### config.mk
export PLATFORM = sky130hd
export DESIGN_NAME = mem_axi4_wr_bridge
export DESIGN_NICKNAME = d
export VERILOG_FILES = /design/src/hdl/axi_wr_pkg.sv /design/src/hdl/mem_axi4_wr_bridge.sv /design/src/hdl/axi_wr_engine.sv /design/src/hdl/wr_req_fifo.sv /design/src/hdl/mem_wr_front.sv
export VERILOG_INCLUDE_DIRS = /design/src /design/src/hdl
export SDC_FILE = /design/constraint.sdc
export NUM_CORES = 1
export LEC_CHECK = 0
export ABC_AREA = 1
export BUFFER_PORTS_ARGS = -buffer_cell sky130_fd_sc_hd__clkbuf_2
export CAP_MARGIN = 20
export CORE_MARGIN = 8
export CORE_UTILIZATION = 50
export CTS_CLUSTER_DIAMETER = 150
export DETAILED_ROUTE_END_ITERATION = 7
export PLACE_DENSITY = 0.8
export SETUP_SLACK_MARGIN = 0.2
export SLEW_MARGIN = 10
export SYNTH_ARGS = -nofsm -noshare
export SYNTH_HDL_FRONTEND = slang
export SYNTH_SLANG_ARGS = --single-unit
### constraint.sdc
create_clock -name clk_i -period 6.5 [get_ports clk_i]
set_input_delay 0.65 -clock clk_i [delete_from_list [all_inputs] [get_ports clk_i]]
set_output_delay 0.65 -clock clk_i [all_outputs]
set_load 0.01 [all_outputs]
### src/hdl/axi_wr_consts.svh
// Memory-to-AXI4 write bridge constants
// bus widths, request FIFO depth and the AXI4 encodings used by the write path

`ifndef AXI_WR_CONSTS_SVH
`define AXI_WR_CONSTS_SVH

// ------------------------------------------------------------------------
// bus widths
// ------------------------------------------------------------------------
`define AXI_ADDR_WIDTH 32
`define AXI_DATA_WIDTH 32
`define AXI_STRB_WIDTH (`AXI_DATA_WIDTH / 8)
`define LOG_DATA_BYTES 2

// beat count of a request, byte length is 32 bits wide
`define BEAT_COUNT_WIDTH (32 - `LOG_DATA_BYTES)

// ------------------------------------------------------------------------
// buffering and AXI4 limits
// ------------------------------------------------------------------------
// 8 entries
`define WR_FIFO_DEPTH_LOG 3
`define AXI_MAX_BEATS 256

// AXI4 encodings
`define AXI_BURST_INCR 2'b01
`define AXI_RESP_OKAY 2'b00

`endif
### src/hdl/axi_wr_pkg.sv
// Memory-to-AXI4 write bridge types
// FIFO entry layout and the AXI4 write channel payloads

`include "axi_wr_consts.svh"

package axi_wr_pkg;

    // request view of a FIFO word
    typedef struct packed {
        logic [`AXI_STRB_WIDTH+`AXI_DATA_WIDTH-`BEAT_COUNT_WIDTH-1:0] pad;
        logic [`AXI_ADDR_WIDTH-1:0]   addr;
        logic [`BEAT_COUNT_WIDTH-1:0] count;
    } wr_req_t;

    // data view, the address is kept for single writes
    typedef struct packed {
        logic [`AXI_ADDR_WIDTH-1:0] addr;
        logic [`AXI_STRB_WIDTH-1:0] strb;
        logic [`AXI_DATA_WIDTH-1:0] data;
    } wr_beat_t;

    // one FIFO word, decoded by is_req
    typedef union packed {
        wr_req_t  req;
        wr_beat_t beat;
    } wr_word_u;

    typedef struct packed {
        logic     is_req;
        wr_word_u word;
    } wr_entry_t;

    // ------------------------------------------------------------------------
    // AXI4 write channels
    // ------------------------------------------------------------------------
    typedef struct packed {
        logic [`AXI_ADDR_WIDTH-1:0] addr;
        logic [7:0]                 len;
        logic [2:0]                 size;
        logic [1:0]                 burst;
    } axi_aw_t;

    typedef struct packed {
        logic [`AXI_DATA_WIDTH-1:0] data;
        logic [`AXI_STRB_WIDTH-1:0] strb;
        logic                       last;
    } axi_w_t;

endpackage

### src/hdl/mem_axi4_wr_bridge.sv
// Memory-to-AXI4 write bridge, top level
// Front end, write FIFO and burst engine in a chain; the AXI4 write
// channels leave on flat ports.

`include "axi_wr_consts.svh"

module mem_axi4_wr_bridge (
    input  logic                        clk_i,
    input  logic                        reset_n_i,

    // memory side
    input  logic                        mem_req_i,
    input  logic                        mem_en_i,
    input  logic [`AXI_ADDR_WIDTH-1:0]  mem_addr_i,
    input  logic [`AXI_STRB_WIDTH-1:0]  mem_wben_i,
    input  logic [`AXI_DATA_WIDTH-1:0]  mem_wdata_i,
    output logic                        mem_wstall_o,
    output logic                        mem_wdata_infifo_o,
    output logic [31:0]                 mem_axi4_error_o,

    // AXI4 write master
    input  logic                        axi4_aw_ready_i,
    output logic                        axi4_aw_valid_o,
    output logic [`AXI_ADDR_WIDTH-1:0]  axi4_aw_addr_o,
    output logic [7:0]                  axi4_aw_len_o,
    output logic [2:0]                  axi4_aw_size_o,
    output logic [1:0]                  axi4_aw_burst_o,
    input  logic                        axi4_w_ready_i,
    output logic                        axi4_w_valid_o,
    output logic [`AXI_DATA_WIDTH-1:0]  axi4_w_data_o,
    output logic [`AXI_STRB_WIDTH-1:0]  axi4_w_strb_o,
    output logic                        axi4_w_last_o,
    input  logic                        axi4_b_valid_i,
    input  logic [1:0]                  axi4_b_resp_i,
    output logic                        axi4_b_ready_o
);

    import axi_wr_pkg::*;

    logic      push;
    logic      staged;
    wr_entry_t entry;
    wr_entry_t head;
    logic      fifo_full;
    logic      fifo_empty;
    logic      pop;
    axi_aw_t   aw;
    axi_w_t    w;

    mem_wr_front u_front (
        .clk_i       (clk_i),
        .reset_n_i   (reset_n_i),
        .mem_req_i   (mem_req_i),
        .mem_en_i    (mem_en_i),
        .mem_addr_i  (mem_addr_i),
        .mem_wben_i  (mem_wben_i),
        .mem_wdata_i (mem_wdata_i),
        .push_o      (push),
        .entry_o     (entry),
        .staged_o    (staged)
    );

    wr_req_fifo u_fifo (
        .clk_i     (clk_i),
        .reset_n_i (reset_n_i),
        .push_i    (push),
        .entry_i   (entry),
        .pop_i     (pop),
        .head_o    (head),
        .full_o    (fifo_full),
        .empty_o   (fifo_empty)
    );

    axi_wr_engine u_engine (
        .clk_i          (clk_i),
        .reset_n_i      (reset_n_i),
        .head_i         (head),
        .empty_i        (fifo_empty),
        .staged_i       (staged),
        .aw_ready_i     (axi4_aw_ready_i),
        .w_ready_i      (axi4_w_ready_i),
        .b_valid_i      (axi4_b_valid_i),
        .b_resp_i       (axi4_b_resp_i),
        .pop_o          (pop),
        .aw_valid_o     (axi4_aw_valid_o),
        .aw_o           (aw),
        .w_valid_o      (axi4_w_valid_o),
        .w_o            (w),
        .b_ready_o      (axi4_b_ready_o),
        .error_count_o  (mem_axi4_error_o),
        .wdata_infifo_o (mem_wdata_infifo_o)
    );

    // master holds off while the FIFO is full
    assign mem_wstall_o = fifo_full;

    assign axi4_aw_addr_o  = aw.addr;
    assign axi4_aw_len_o   = aw.len;
    assign axi4_aw_size_o  = aw.size;
    assign axi4_aw_burst_o = aw.burst;
    assign axi4_w_data_o   = w.data;
    assign axi4_w_strb_o   = w.strb;
    assign axi4_w_last_o   = w.last;

endmodule

### src/hdl/axi_wr_engine.sv
// AXI4 write burst engine
// Pulls requests and data beats from the write FIFO, issues AW and W,
// splits long requests into bursts of at most 256 beats, sends single
// writes for stray beats, collects B and counts error responses.

`include "axi_wr_consts.svh"

module axi_wr_engine (
    input  logic                  clk_i,
    input  logic                  reset_n_i,
    input  axi_wr_pkg::wr_entry_t head_i,
    input  logic                  empty_i,
    input  logic                  staged_i,
    input  logic                  aw_ready_i,
    input  logic                  w_ready_i,
    input  logic                  b_valid_i,
    input  logic [1:0]            b_resp_i,
    output logic                  pop_o,
    output logic                  aw_valid_o,
    output axi_wr_pkg::axi_aw_t   aw_o,
    output logic                  w_valid_o,
    output axi_wr_pkg::axi_w_t    w_o,
    output logic                  b_ready_o,
    output logic [31:0]           error_count_o,
    output logic                  wdata_infifo_o
);

    import axi_wr_pkg::*;

    localparam int CNT_W = `BEAT_COUNT_WIDTH;
    localparam logic [`AXI_ADDR_WIDTH-1:0] BURST_BYTES = `AXI_MAX_BEATS << `LOG_DATA_BYTES;

    typedef enum logic [2:0] {
        S_IDLE,
        S_WRITE_WAIT,
        S_BURST,
        S_WAIT_B,
        S_ERROR,
        S_FINISH
    } state_t;

    state_t                     state_q;
    state_t                     state_d;
    logic [CNT_W-1:0]           remain_q;
    logic [CNT_W-1:0]           remain_d;
    logic [8:0]                 burst_cnt_q;
    logic [8:0]                 burst_cnt_d;
    logic [`AXI_ADDR_WIDTH-1:0] next_addr_q;
    logic [`AXI_ADDR_WIDTH-1:0] next_addr_d;
    logic [31:0]                error_q;
    logic [31:0]                error_d;

    logic                       issue_burst;
    logic [`AXI_ADDR_WIDTH-1:0] burst_addr;
    logic [CNT_W-1:0]           src_count;
    logic [8:0]                 burst_beats;
    logic [8:0]                 len_full;
    logic                       head_beat;

    // ------------------------------------------------------------------------
    // next burst: leftover beats go first, then a new request
    // ------------------------------------------------------------------------
    assign head_beat   = !empty_i && !head_i.is_req;
    assign issue_burst = (remain_q != '0) || (!empty_i && head_i.is_req);
    assign burst_addr  = (remain_q != '0) ? next_addr_q : head_i.word.req.addr;
    assign src_count   = (remain_q != '0) ? remain_q : head_i.word.req.count;
    assign burst_beats = (src_count > `AXI_MAX_BEATS) ? 9'd256 : src_count[8:0];
    assign len_full    = burst_beats - 9'd1;

    always_comb begin
        state_d     = state_q;
        remain_d    = remain_q;
        burst_cnt_d = burst_cnt_q;
        next_addr_d = next_addr_q;
        error_d     = error_q;

        pop_o      = 1'b0;
        aw_valid_o = 1'b0;
        aw_o.addr  = burst_addr;
        aw_o.len   = len_full[7:0];
        aw_o.size  = 3'(`LOG_DATA_BYTES);
        aw_o.burst = `AXI_BURST_INCR;
        w_valid_o  = 1'b0;
        w_o.data   = head_i.word.beat.data;
        w_o.strb   = head_i.word.beat.strb;
        w_o.last   = 1'b0;
        b_ready_o  = 1'b0;

        case (state_q)
            S_IDLE: begin
                if (issue_burst) begin
                    aw_valid_o = 1'b1;
                    if (aw_ready_i) begin
                        // a request word leaves the FIFO once its first AW is taken
                        pop_o       = (remain_q == '0);
                        remain_d    = src_count - {{(CNT_W-9){1'b0}}, burst_beats};
                        burst_cnt_d = burst_beats;
                        next_addr_d = burst_addr + BURST_BYTES;
                        state_d     = S_BURST;
                    end
                end else if (head_beat) begin
                    // single write at the beat's own address
                    aw_valid_o = 1'b1;
                    aw_o.addr  = head_i.word.beat.addr;
                    aw_o.len   = 8'd0;
                    if (aw_ready_i) begin
                        w_valid_o = 1'b1;
                        w_o.last  = 1'b1;
                        if (w_ready_i) begin
                            pop_o   = 1'b1;
                            state_d = S_WAIT_B;
                        end else begin
                            state_d = S_WRITE_WAIT;
                        end
                    end
                end
            end

            S_WRITE_WAIT: begin
                w_valid_o = 1'b1;
                w_o.last  = 1'b1;
                if (w_ready_i) begin
                    pop_o   = 1'b1;
                    state_d = S_WAIT_B;
                end
            end

            S_BURST: begin
                if (head_beat) begin
                    w_valid_o = 1'b1;
                    w_o.last  = (burst_cnt_q == 9'd1);
                    if (w_ready_i) begin
                        pop_o       = 1'b1;
                        burst_cnt_d = burst_cnt_q - 9'd1;
                        if (burst_cnt_q == 9'd1) begin
                            state_d = S_WAIT_B;
                        end
                    end
                end
            end

            S_WAIT_B: begin
                b_ready_o = 1'b1;
                if (b_valid_i) begin
                    state_d = (b_resp_i == `AXI_RESP_OKAY) ? S_FINISH : S_ERROR;
                end
            end

            S_ERROR: begin
                error_d = error_q + 32'd1;
                state_d = S_FINISH;
            end

            S_FINISH: begin
                state_d = S_IDLE;
            end

            default: begin
                state_d = S_IDLE;
            end
        endcase
    end

    // ------------------------------------------------------------------------
    // state registers
    // ------------------------------------------------------------------------
    always_ff @(posedge clk_i or negedge reset_n_i) begin
        if (!reset_n_i) begin
            state_q     <= S_IDLE;
            remain_q    <= '0;
            burst_cnt_q <= '0;
            error_q     <= '0;
        end else begin
            state_q     <= state_d;
            remain_q    <= remain_d;
            burst_cnt_q <= burst_cnt_d;
            error_q     <= error_d;
        end
    end

    always_ff @(posedge clk_i) begin
        next_addr_q <= next_addr_d;
    end

    assign error_count_o = error_q;

    // something is still on its way to the slave
    assign wdata_infifo_o = staged_i || !empty_i || (remain_q != '0)
                         || (state_q == S_BURST) || (state_q == S_WRITE_WAIT)
                         || (state_q == S_WAIT_B);

endmodule

### src/hdl/wr_req_fifo.sv
// Write request FIFO
// Circular buffer of request and data entries between the memory front
// end and the burst engine, with full and empty flags.

`include "axi_wr_consts.svh"

module wr_req_fifo (
    input  logic                  clk_i,
    input  logic                  reset_n_i,
    input  logic                  push_i,
    input  axi_wr_pkg::wr_entry_t entry_i,
    input  logic                  pop_i,
    output axi_wr_pkg::wr_entry_t head_o,
    output logic                  full_o,
    output logic                  empty_o
);

    import axi_wr_pkg::*;

    localparam int PTR_W = `WR_FIFO_DEPTH_LOG;
    localparam int DEPTH = 1 << PTR_W;

    wr_entry_t        mem_q [DEPTH];
    logic [PTR_W-1:0] wr_ptr_q;
    logic [PTR_W-1:0] rd_ptr_q;
    logic [PTR_W:0]   count_q;
    logic             do_push;
    logic             do_pop;

    // a push into a full buffer is dropped
    assign do_push = push_i && !full_o;
    assign do_pop  = pop_i && !empty_o;

    always_ff @(posedge clk_i or negedge reset_n_i) begin
        if (!reset_n_i) begin
            wr_ptr_q <= '0;
            rd_ptr_q <= '0;
            count_q  <= '0;
        end else begin
            if (do_push) begin
                wr_ptr_q <= wr_ptr_q + 1'b1;
            end
            if (do_pop) begin
                rd_ptr_q <= rd_ptr_q + 1'b1;
            end
            if (do_push && !do_pop) begin
                count_q <= count_q + 1'b1;
            end else if (do_pop && !do_push) begin
                count_q <= count_q - 1'b1;
            end
        end
    end

    always_ff @(posedge clk_i) begin
        if (do_push) begin
            mem_q[wr_ptr_q] <= entry_i;
        end
    end

    assign head_o  = mem_q[rd_ptr_q];
    assign full_o  = (count_q == DEPTH);
    assign empty_o = (count_q == '0);

endmodule

### src/hdl/mem_wr_front.sv
// Memory-side front end of the write bridge
// Classifies request and data strobes, turns a request's byte length into
// an AXI beat count and registers one FIFO entry per cycle.

`include "axi_wr_consts.svh"

module mem_wr_front (
    input  logic                        clk_i,
    input  logic                        reset_n_i,
    input  logic                        mem_req_i,
    input  logic                        mem_en_i,
    input  logic [`AXI_ADDR_WIDTH-1:0]  mem_addr_i,
    input  logic [`AXI_STRB_WIDTH-1:0]  mem_wben_i,
    input  logic [`AXI_DATA_WIDTH-1:0]  mem_wdata_i,
    output logic                        push_o,
    output axi_wr_pkg::wr_entry_t       entry_o,
    output logic                        staged_o
);

    import axi_wr_pkg::*;

    localparam int DATA_BYTES = `AXI_STRB_WIDTH;

    logic                         is_req;
    logic                         is_beat;
    logic [`LOG_DATA_BYTES:0]     extra;
    logic [`BEAT_COUNT_WIDTH-1:0] beat_count;
    wr_entry_t                    entry_d;
    logic                         push_q;

    // zero byte enables mark an idle cycle
    assign is_req  = mem_req_i && (|mem_wben_i);
    assign is_beat = mem_en_i && !mem_req_i && (|mem_wben_i);

    // one beat more for an unaligned start or length, another when the
    // two offsets together spill past a beat
    assign extra = {1'b0, mem_wdata_i[`LOG_DATA_BYTES-1:0]}
                 + {1'b0, mem_addr_i[`LOG_DATA_BYTES-1:0]};

    always_comb begin
        beat_count = mem_wdata_i[31:`LOG_DATA_BYTES];
        if (extra != '0) begin
            beat_count = beat_count + 1'b1;
        end
        if (extra > DATA_BYTES) begin
            beat_count = beat_count + 1'b1;
        end
    end

    always_comb begin
        entry_d.is_req = is_req;
        if (is_req) begin
            entry_d.word.req.pad   = '0;
            entry_d.word.req.addr  = mem_addr_i;
            entry_d.word.req.count = beat_count;
        end else begin
            entry_d.word.beat.addr = mem_addr_i;
            entry_d.word.beat.strb = mem_wben_i;
            entry_d.word.beat.data = mem_wdata_i;
        end
    end

    always_ff @(posedge clk_i or negedge reset_n_i) begin
        if (!reset_n_i) begin
            push_q <= 1'b0;
        end else begin
            push_q <= is_req || is_beat;
        end
    end

    always_ff @(posedge clk_i) begin
        entry_o <= entry_d;
    end

    assign push_o   = push_q;
    assign staged_o = push_q;

endmodule

* After elaboration in Yosys (flattened, before gate mapping)
Memory sizes are Yosys's and may differ from the RTL's.
Cells that the tools add are included.
** Word-level totals
- Register bits after elaboration :: 186
- Bits in writable memories :: 552
- Output and inout port bits :: 119
- Word-level logic and storage cells :: 124
- Memories :: 1
** Memory list
- u_fifo.mem_q :: depth 8, width 69, rd ports 1, clocked after Yosys merged registers in 0, wr ports 1, line wr_req_fifo.sv:23 : wr_entry_t mem_q [DEPTH];
** Operators by class
- Add/sub/neg operators :: 12
- $lt $le $gt $ge :: 2
- Eq/ne operators :: 16
- Muxes and demuxes :: 47
- Reductions and logical operators :: 34
** Operators by type and width (number)
- $mux 40 :: 3
- $mux 30 :: 3
- $mux 62 :: 1
- $add 30x1->30 const B :: 2
- $mux 9 :: 5
- $add 32x1->32 const B :: 1
- $add 32x11->32 const B :: 1
- $mux 32 :: 1
- $gt 30x9->1 const B :: 1
- $logic_not 30->1 :: 1
- $reduce_bool 30->1 :: 1
- $sub 30x9->30 :: 1
- $mux 3 :: 9
- $pmux 9 s2 :: 1
- $mux 1 :: 17
- $pmux 3 s5 :: 1
- $eq 9x1->1 const B :: 1
- $logic_and 1x1->1 :: 9
- $pmux 1 s3 :: 3
- $sub 9x1->9 const B :: 1
- $mux 4 :: 2
- $ne 2x2->1 const B :: 4
- $reduce_and 8->1 :: 1
- $sub 8x1->8 const B :: 1
- 23 further kinds :: 40

* Logic depth before layout (Yosys ltp)
- Depth after elaboration :: 10
- Gate-level depth with buffers :: 26
- Depth with buffers taken out :: 22

* Hierarchy
From an unflattened synthesis, not the netlist that was laid out.
** Unflattened totals
- Cell total of the unflattened synthesis :: 3651
- Area total of the unflattened synthesis :: 34849.7 µm²
** By module, submodules not included
- wr_req_fifo :: instances 1, cells each 1917, area an instance 22985.8 µm², sequential area each 16826.1 µm²
- axi_wr_engine :: instances 1, cells each 1040, area an instance 7597.3 µm², sequential area each 2812.7 µm²
- mem_wr_front :: instances 1, cells each 694, area an instance 4266.6 µm², sequential area each 1406.3 µm²

* Worst setup path before layout
OpenSTA, ideal clock, no wires.
- Path kind :: reg-to-reg
- Start :: register u_fifo.count_q[0]
- End :: memory u_fifo.mem_q[0][0] (netlist bit), enable pin
- Arrival :: 4.110 ns
- Data required time :: 6.004 ns
- Path slack :: 1.894 ns
- Stages on the path, launching flop included :: 8
- Buffers on the path :: 0
- Cells stage by stage :: dfrtp_1 nor2_1 inv_1 nor3_1 nor2_1 inv_1 or2_2 nor2_1
** On the way
- Word-level cells in the longest chain between the ends :: 5
** Ends and longest elaborated chain
- start: declaration :: line wr_req_fifo.sv:26 : logic [PTR_W:0] count_q;
- start signal: assignment :: line wr_req_fifo.sv:47 : count_q <= count_q + 1'b1;
- start signal: assignment :: line wr_req_fifo.sv:49 : count_q <= count_q - 1'b1;
- $eq 4x4->1 :: line wr_req_fifo.sv:61 : assign full_o = (count_q == DEPTH);
- via mem_wstall_o :: line mem_axi4_wr_bridge.sv:17 : output logic mem_wstall_o,
- $logic_not 1->1 :: line wr_req_fifo.sv:31 : assign do_push = push_i && !full_o;
- $logic_and 1x1->1 :: line wr_req_fifo.sv:31
- via u_fifo.do_push :: line wr_req_fifo.sv:27 : logic do_push;
- $mux 1 :: line wr_req_fifo.sv:55 : if (do_push) begin
- $mux 1 (not written as such) :: line wr_req_fifo.sv:56 : mem_q[wr_ptr_q] <= entry_i;
- end: declaration :: line wr_req_fifo.sv:23
The timed path passes the listed nets, and every way through them passes these cells.

* Worst setup path after layout
- Start :: register u_fifo.rd_ptr_q[1]
- End :: output port axi4_aw_len_o[2]
** On the way
- Word-level cells in the longest chain between the ends :: 8
** Ends and longest elaborated chain
- start: declaration :: line wr_req_fifo.sv:25 : logic [PTR_W-1:0] rd_ptr_q;
- start signal: assignment :: line wr_req_fifo.sv:44 : rd_ptr_q <= rd_ptr_q + 1'b1;
- $mem_v2 8x69 (*)
- $mux 30 :: line axi_wr_engine.sv:66 : assign src_count = (remain_q != '0) ? remain_q : head_i.word.req.count;
- $gt 30x9->1 (no line)
- $mux 9 :: line axi_wr_engine.sv:67 : assign burst_beats = (src_count > `AXI_MAX_BEATS) ? 9'd256 : src_count[8:0];
- $sub 8x1->8 :: line axi_wr_engine.sv:68 : assign len_full = burst_beats - 9'd1;
- $mux 40 :: line axi_wr_engine.sv:101 : end else if (head_beat) begin
- $mux 40 :: line axi_wr_engine.sv:91 : if (issue_burst) begin
- $mux 40 (*) :: line axi_wr_engine.sv:89 : case (state_q)
- end: declaration :: line mem_axi4_wr_bridge.sv:25 : output logic [7:0] axi4_aw_len_o,
Every way passes the cells marked *; elsewhere a longest branch is shown, timed or not.

==> impl_metrics.yaml <==
timing:
  report.final.setup_viol: 0
  relSlewSlack: 0.244
  drv_slew: 0
  finalClockSkew_ns: 0.0317
  setup_tns_ns: 0
  hold_viol: 0
  period_needed_ns: 5.70
  rsz0062_at_grt: "no"
  period_share: 0.877
  fmax_mhz: 175
  worst_pin_slew_ns: 1.13
layout:
  multi_input_area_um2: 10300
  final_net_count: 3574
  postLayoutCellArea_um2: 37400
  final_cells: 4414
  synthToLayoutAreaGrowth_pct: 11.6
  final_common_cell: "nand2_1"
  utilization: 0.560
  drive_above_1_share: 0.117
  fillerInstances: 5328
  regArea_um2: 21100
  final_cell_mix: "713 x nand2_1, 584 x edfxtp_1, 449 x nor2_1"
  num_antenna_cells: 0
detailed_routing:
  vias_per_cell: 5.61
  drt_first_iter_violations: 2732
  post_drt_wl_per_cell_um: 19.9
  wirelength_mm: 88.1
  route.vias.total: 24800
  drt_first_pass_iters: 5
  ant_nets: 0
  drc: 0
global_route:
  grt_pass1_wl_mm: 133
  antenna_found_initial: 1
  gr-total-overflow: 0
  grt_pass1_vias: 23600
  grt_max_degree: 124
  grtUsageTotal: 0.228
placement:
  placed_cell_area_um2: 34900
  dp.cells: 4277
  hpwl_mm: 54.4
  gp_congestion: 0.919
  portBuffers: 190
status:
  status: "finished clean"
yosys:
  netlist_area_um2: 33500
  async_flop_share: 0.115
  synthFlopType: "edfxtp_1"
  synth_edf_count: 584
  ys_warn_count: 0
  synth.distinct_cells: 64
  syn_avg_cell_area_um2: 10.0
  synthesis.instances: 3334
  ys_seq_elements: 738
  yosysSeqAreaShare: 0.629
floorplan:
  ioPinCount: 196
  die_y_um: 275
  dieArea_um2: 75500
  core_area_um2: 66700
  initial_core_util: 0.502
  fp-row-count: 95
  die_width_um: 275
critical_path:
  cp_cell_sequence: "inv_4, buf_4, nor2_1, o21ai_0, nand3_1, nand2_1, nand2_1, nand2_1, nand2_1, nor2_1, nand3_1, nand2_1, nand2_4, inv_4, nand2_1, ha_1, or2_0, a21oi_1, clkbuf_2"
  rr_startpoint: "u_fifo.rd_ptr_q[0]"
  rr_worst_depth: 18
  worst_path_most_repeated_cell: "nand2_1"
  critPathKind: "register to output port"
  cp_top_family: "buffers and inverters"
  reg2reg_setup_slack_ns: 1.33
  critPathArrivalTime_ns: 5.05
  critPathBufInv: 4
  cp_slowest_cell: "dfrtp_4"
  path_max_fanout: 72
  cp_slowest_stage_delay_ns: 0.79
  r2r-end: "u_engine.next_addr_q[28]"
  crit_required_ns: 5.85
  crit_start: "u_fifo.rd_ptr_q[1]"
  cp-end-kind: "output port"
  crit_path_start_kind: "register"
  path_depth: 19
clock_network:
  cts_made_buffers: 73
  clock_sinks: 738
  cts_tree: "yes"
  clock_latency_ns: 0.64
  cts_max_path_buffers: 3
  cts.htree.levels: 3
  clk_pin_slew_worst_paths_ns: 0.06
  cts-root-buf: "clkbuf_16"
worst_hold_path:
  whs_path_depth: 3
  hp-start: "mem_addr_i[1]"
  min_to: "u_front.entry_o[31]"
  hold_path.class: "input pin to register"
power_and_ir_drop:
  vdd_drop_max_mv: 0.348
  leakagePower_nw: 15.3
  powerDensity_nw_per_um2: 456
flow_run:
  drv_cap: 0
[what timing repair did]
item                       4_1_cts  5_1_grt
hold buffers                     1        0
setup endpoints to repair        0        1
buffers inserted                 0        0
hold endpoints to repair        30        0
resized for setup                0        2
[cells in the mapped netlist (3+ instances only)]
library cell,n,area share
a21boi_0,3,0.00067
a21oi_1,32,0.0048
a31oi_1,34,0.0064
a31oi_4,3,0.0019
and2_1,3,0.00056
buf_1,8,0.00090
buf_12,3,0.0018
buf_2,54,0.0081
buf_4,27,0.0061
buf_6,18,0.0061
buf_8,3,0.0013
clkbuf_1,41,0.0046
dfrtp_1,85,0.064
dfxtp_1,69,0.041
edfxtp_1,584,0.52
ha_1,15,0.0056
inv_1,323,0.036
inv_2,3,0.00034
nand2_1,713,0.080
nand2_2,12,0.0022
nand3_1,167,0.025
nand3_2,7,0.0021
nand3b_1,6,0.0013
nand4_1,28,0.0052
nor2_1,459,0.051
nor2_2,12,0.0022
nor2_4,5,0.0017
nor3_1,37,0.0055
nor3b_1,3,0.00067
nor4_1,5,0.00093
o211ai_1,3,0.00067
o21a_1,4,0.00090
o21ai_0,284,0.042
o21ai_1,47,0.0070
o21bai_1,8,0.0018
o221ai_1,3,0.00078
o22ai_1,61,0.011
or2_2,11,0.0021
xnor2_1,21,0.0055
xor2_1,94,0.025
[sequential cells by signal, indices dropped and copies added, names as in the netlist]
register	cells
u_fifo.rd_ptr_q	3
u_fifo.wr_ptr_q	3
u_engine.state_q	3
u_engine.burst_cnt_q	9
u_front.entry_o	69
u_front.push_o	1
u_engine.error_count_o	32
u_fifo.count_q	4
u_engine.remain_q	30
u_fifo.mem_q	552
u_engine.next_addr_q	32
[power breakdown]
part           internal, W  leakage [nW]  switching, W
clock              0.00242          1.19       0.00183
combinational      0.00164          7.03       0.00444
sequential         0.00620          7.06      0.000511
total               0.0103          15.3       0.00678
[stage by stage]
step	hold slack, ns	setup slack [ns]	total power (W)
after floorplan	0.354	1.89	0.0108
after global placement	0.460	1.54	0.0126
after detailed placement	0.466	1.45	0.0127
after CTS	0.204	0.661	0.0170
after global routing	0.228	0.482	0.0179
final	0.225	0.797	0.0170
[worst max-delay path by stage]
stage                                          end  slack [ns]
final                             axi4_aw_len_o[2]        0.80
after global routing              axi4_aw_len_o[2]        0.48
after CTS                       axi4_aw_addr_o[31]        0.66
after detailed placement  u_engine.next_addr_q[28]        1.45
after global placement    u_engine.next_addr_q[28]        1.54
after floorplan                 u_fifo.mem_q[0][0]        1.89
[cells by family (layout without fill, tap and decap cells)]
kind of cell             Yosys count  after routing  synth area share
AND/OR/NAND/NOR                 1481           1481             0.185
flip-flops                       738            738             0.629
AO/OA/AOI/OAI                    496            496            0.0825
buffers and inverters            482            684            0.0659
XOR/XNOR                         115            115            0.0301
adder cells (fa/ha/maj)           17             17           0.00680
multiplexers                       3              3          0.000934
other                              2              7          0.000224
[worst register-to-register path: stages (launching register included)]
cell,delay [ns]
dfrtp_4,0.69
inv_8,0.58
buf_4,0.60
buf_4,0.69
o21ai_0,0.26
o221ai_1,0.19
o21ai_1,0.20
nand2_1,0.12
o21ai_1,0.18
inv_1,0.14
ha_1,0.21
inv_1,0.09
nor2_4,0.12
nand3_2,0.12
nor2_4,0.18
nand4_2,0.14
nor2_2,0.15
nand3_1,0.11
xor2_1,0.15
[layer usage]
| metal | global-route usage | wire [µm] |
|---|---|---|
| met5 | 0 | 0 |
| met4 | 0.0951 | 3000 |
| met3 | 0.0545 | 9510 |
| met1 | 0.299 | 35100 |
| met2 | 0.363 | 40500 |
[layout make-up]
type | instances | area share
clock inverter | 36 | 0.0114
timing repair buffer | 220 | 0.0316
multi-input combinational | 2119 | 0.276
clock buffer | 100 | 0.0549
tap | 873 | 0.0292
inverter | 328 | 0.0333
sequential | 738 | 0.563
Note: power is estimated with default switching activity, not from simulation.
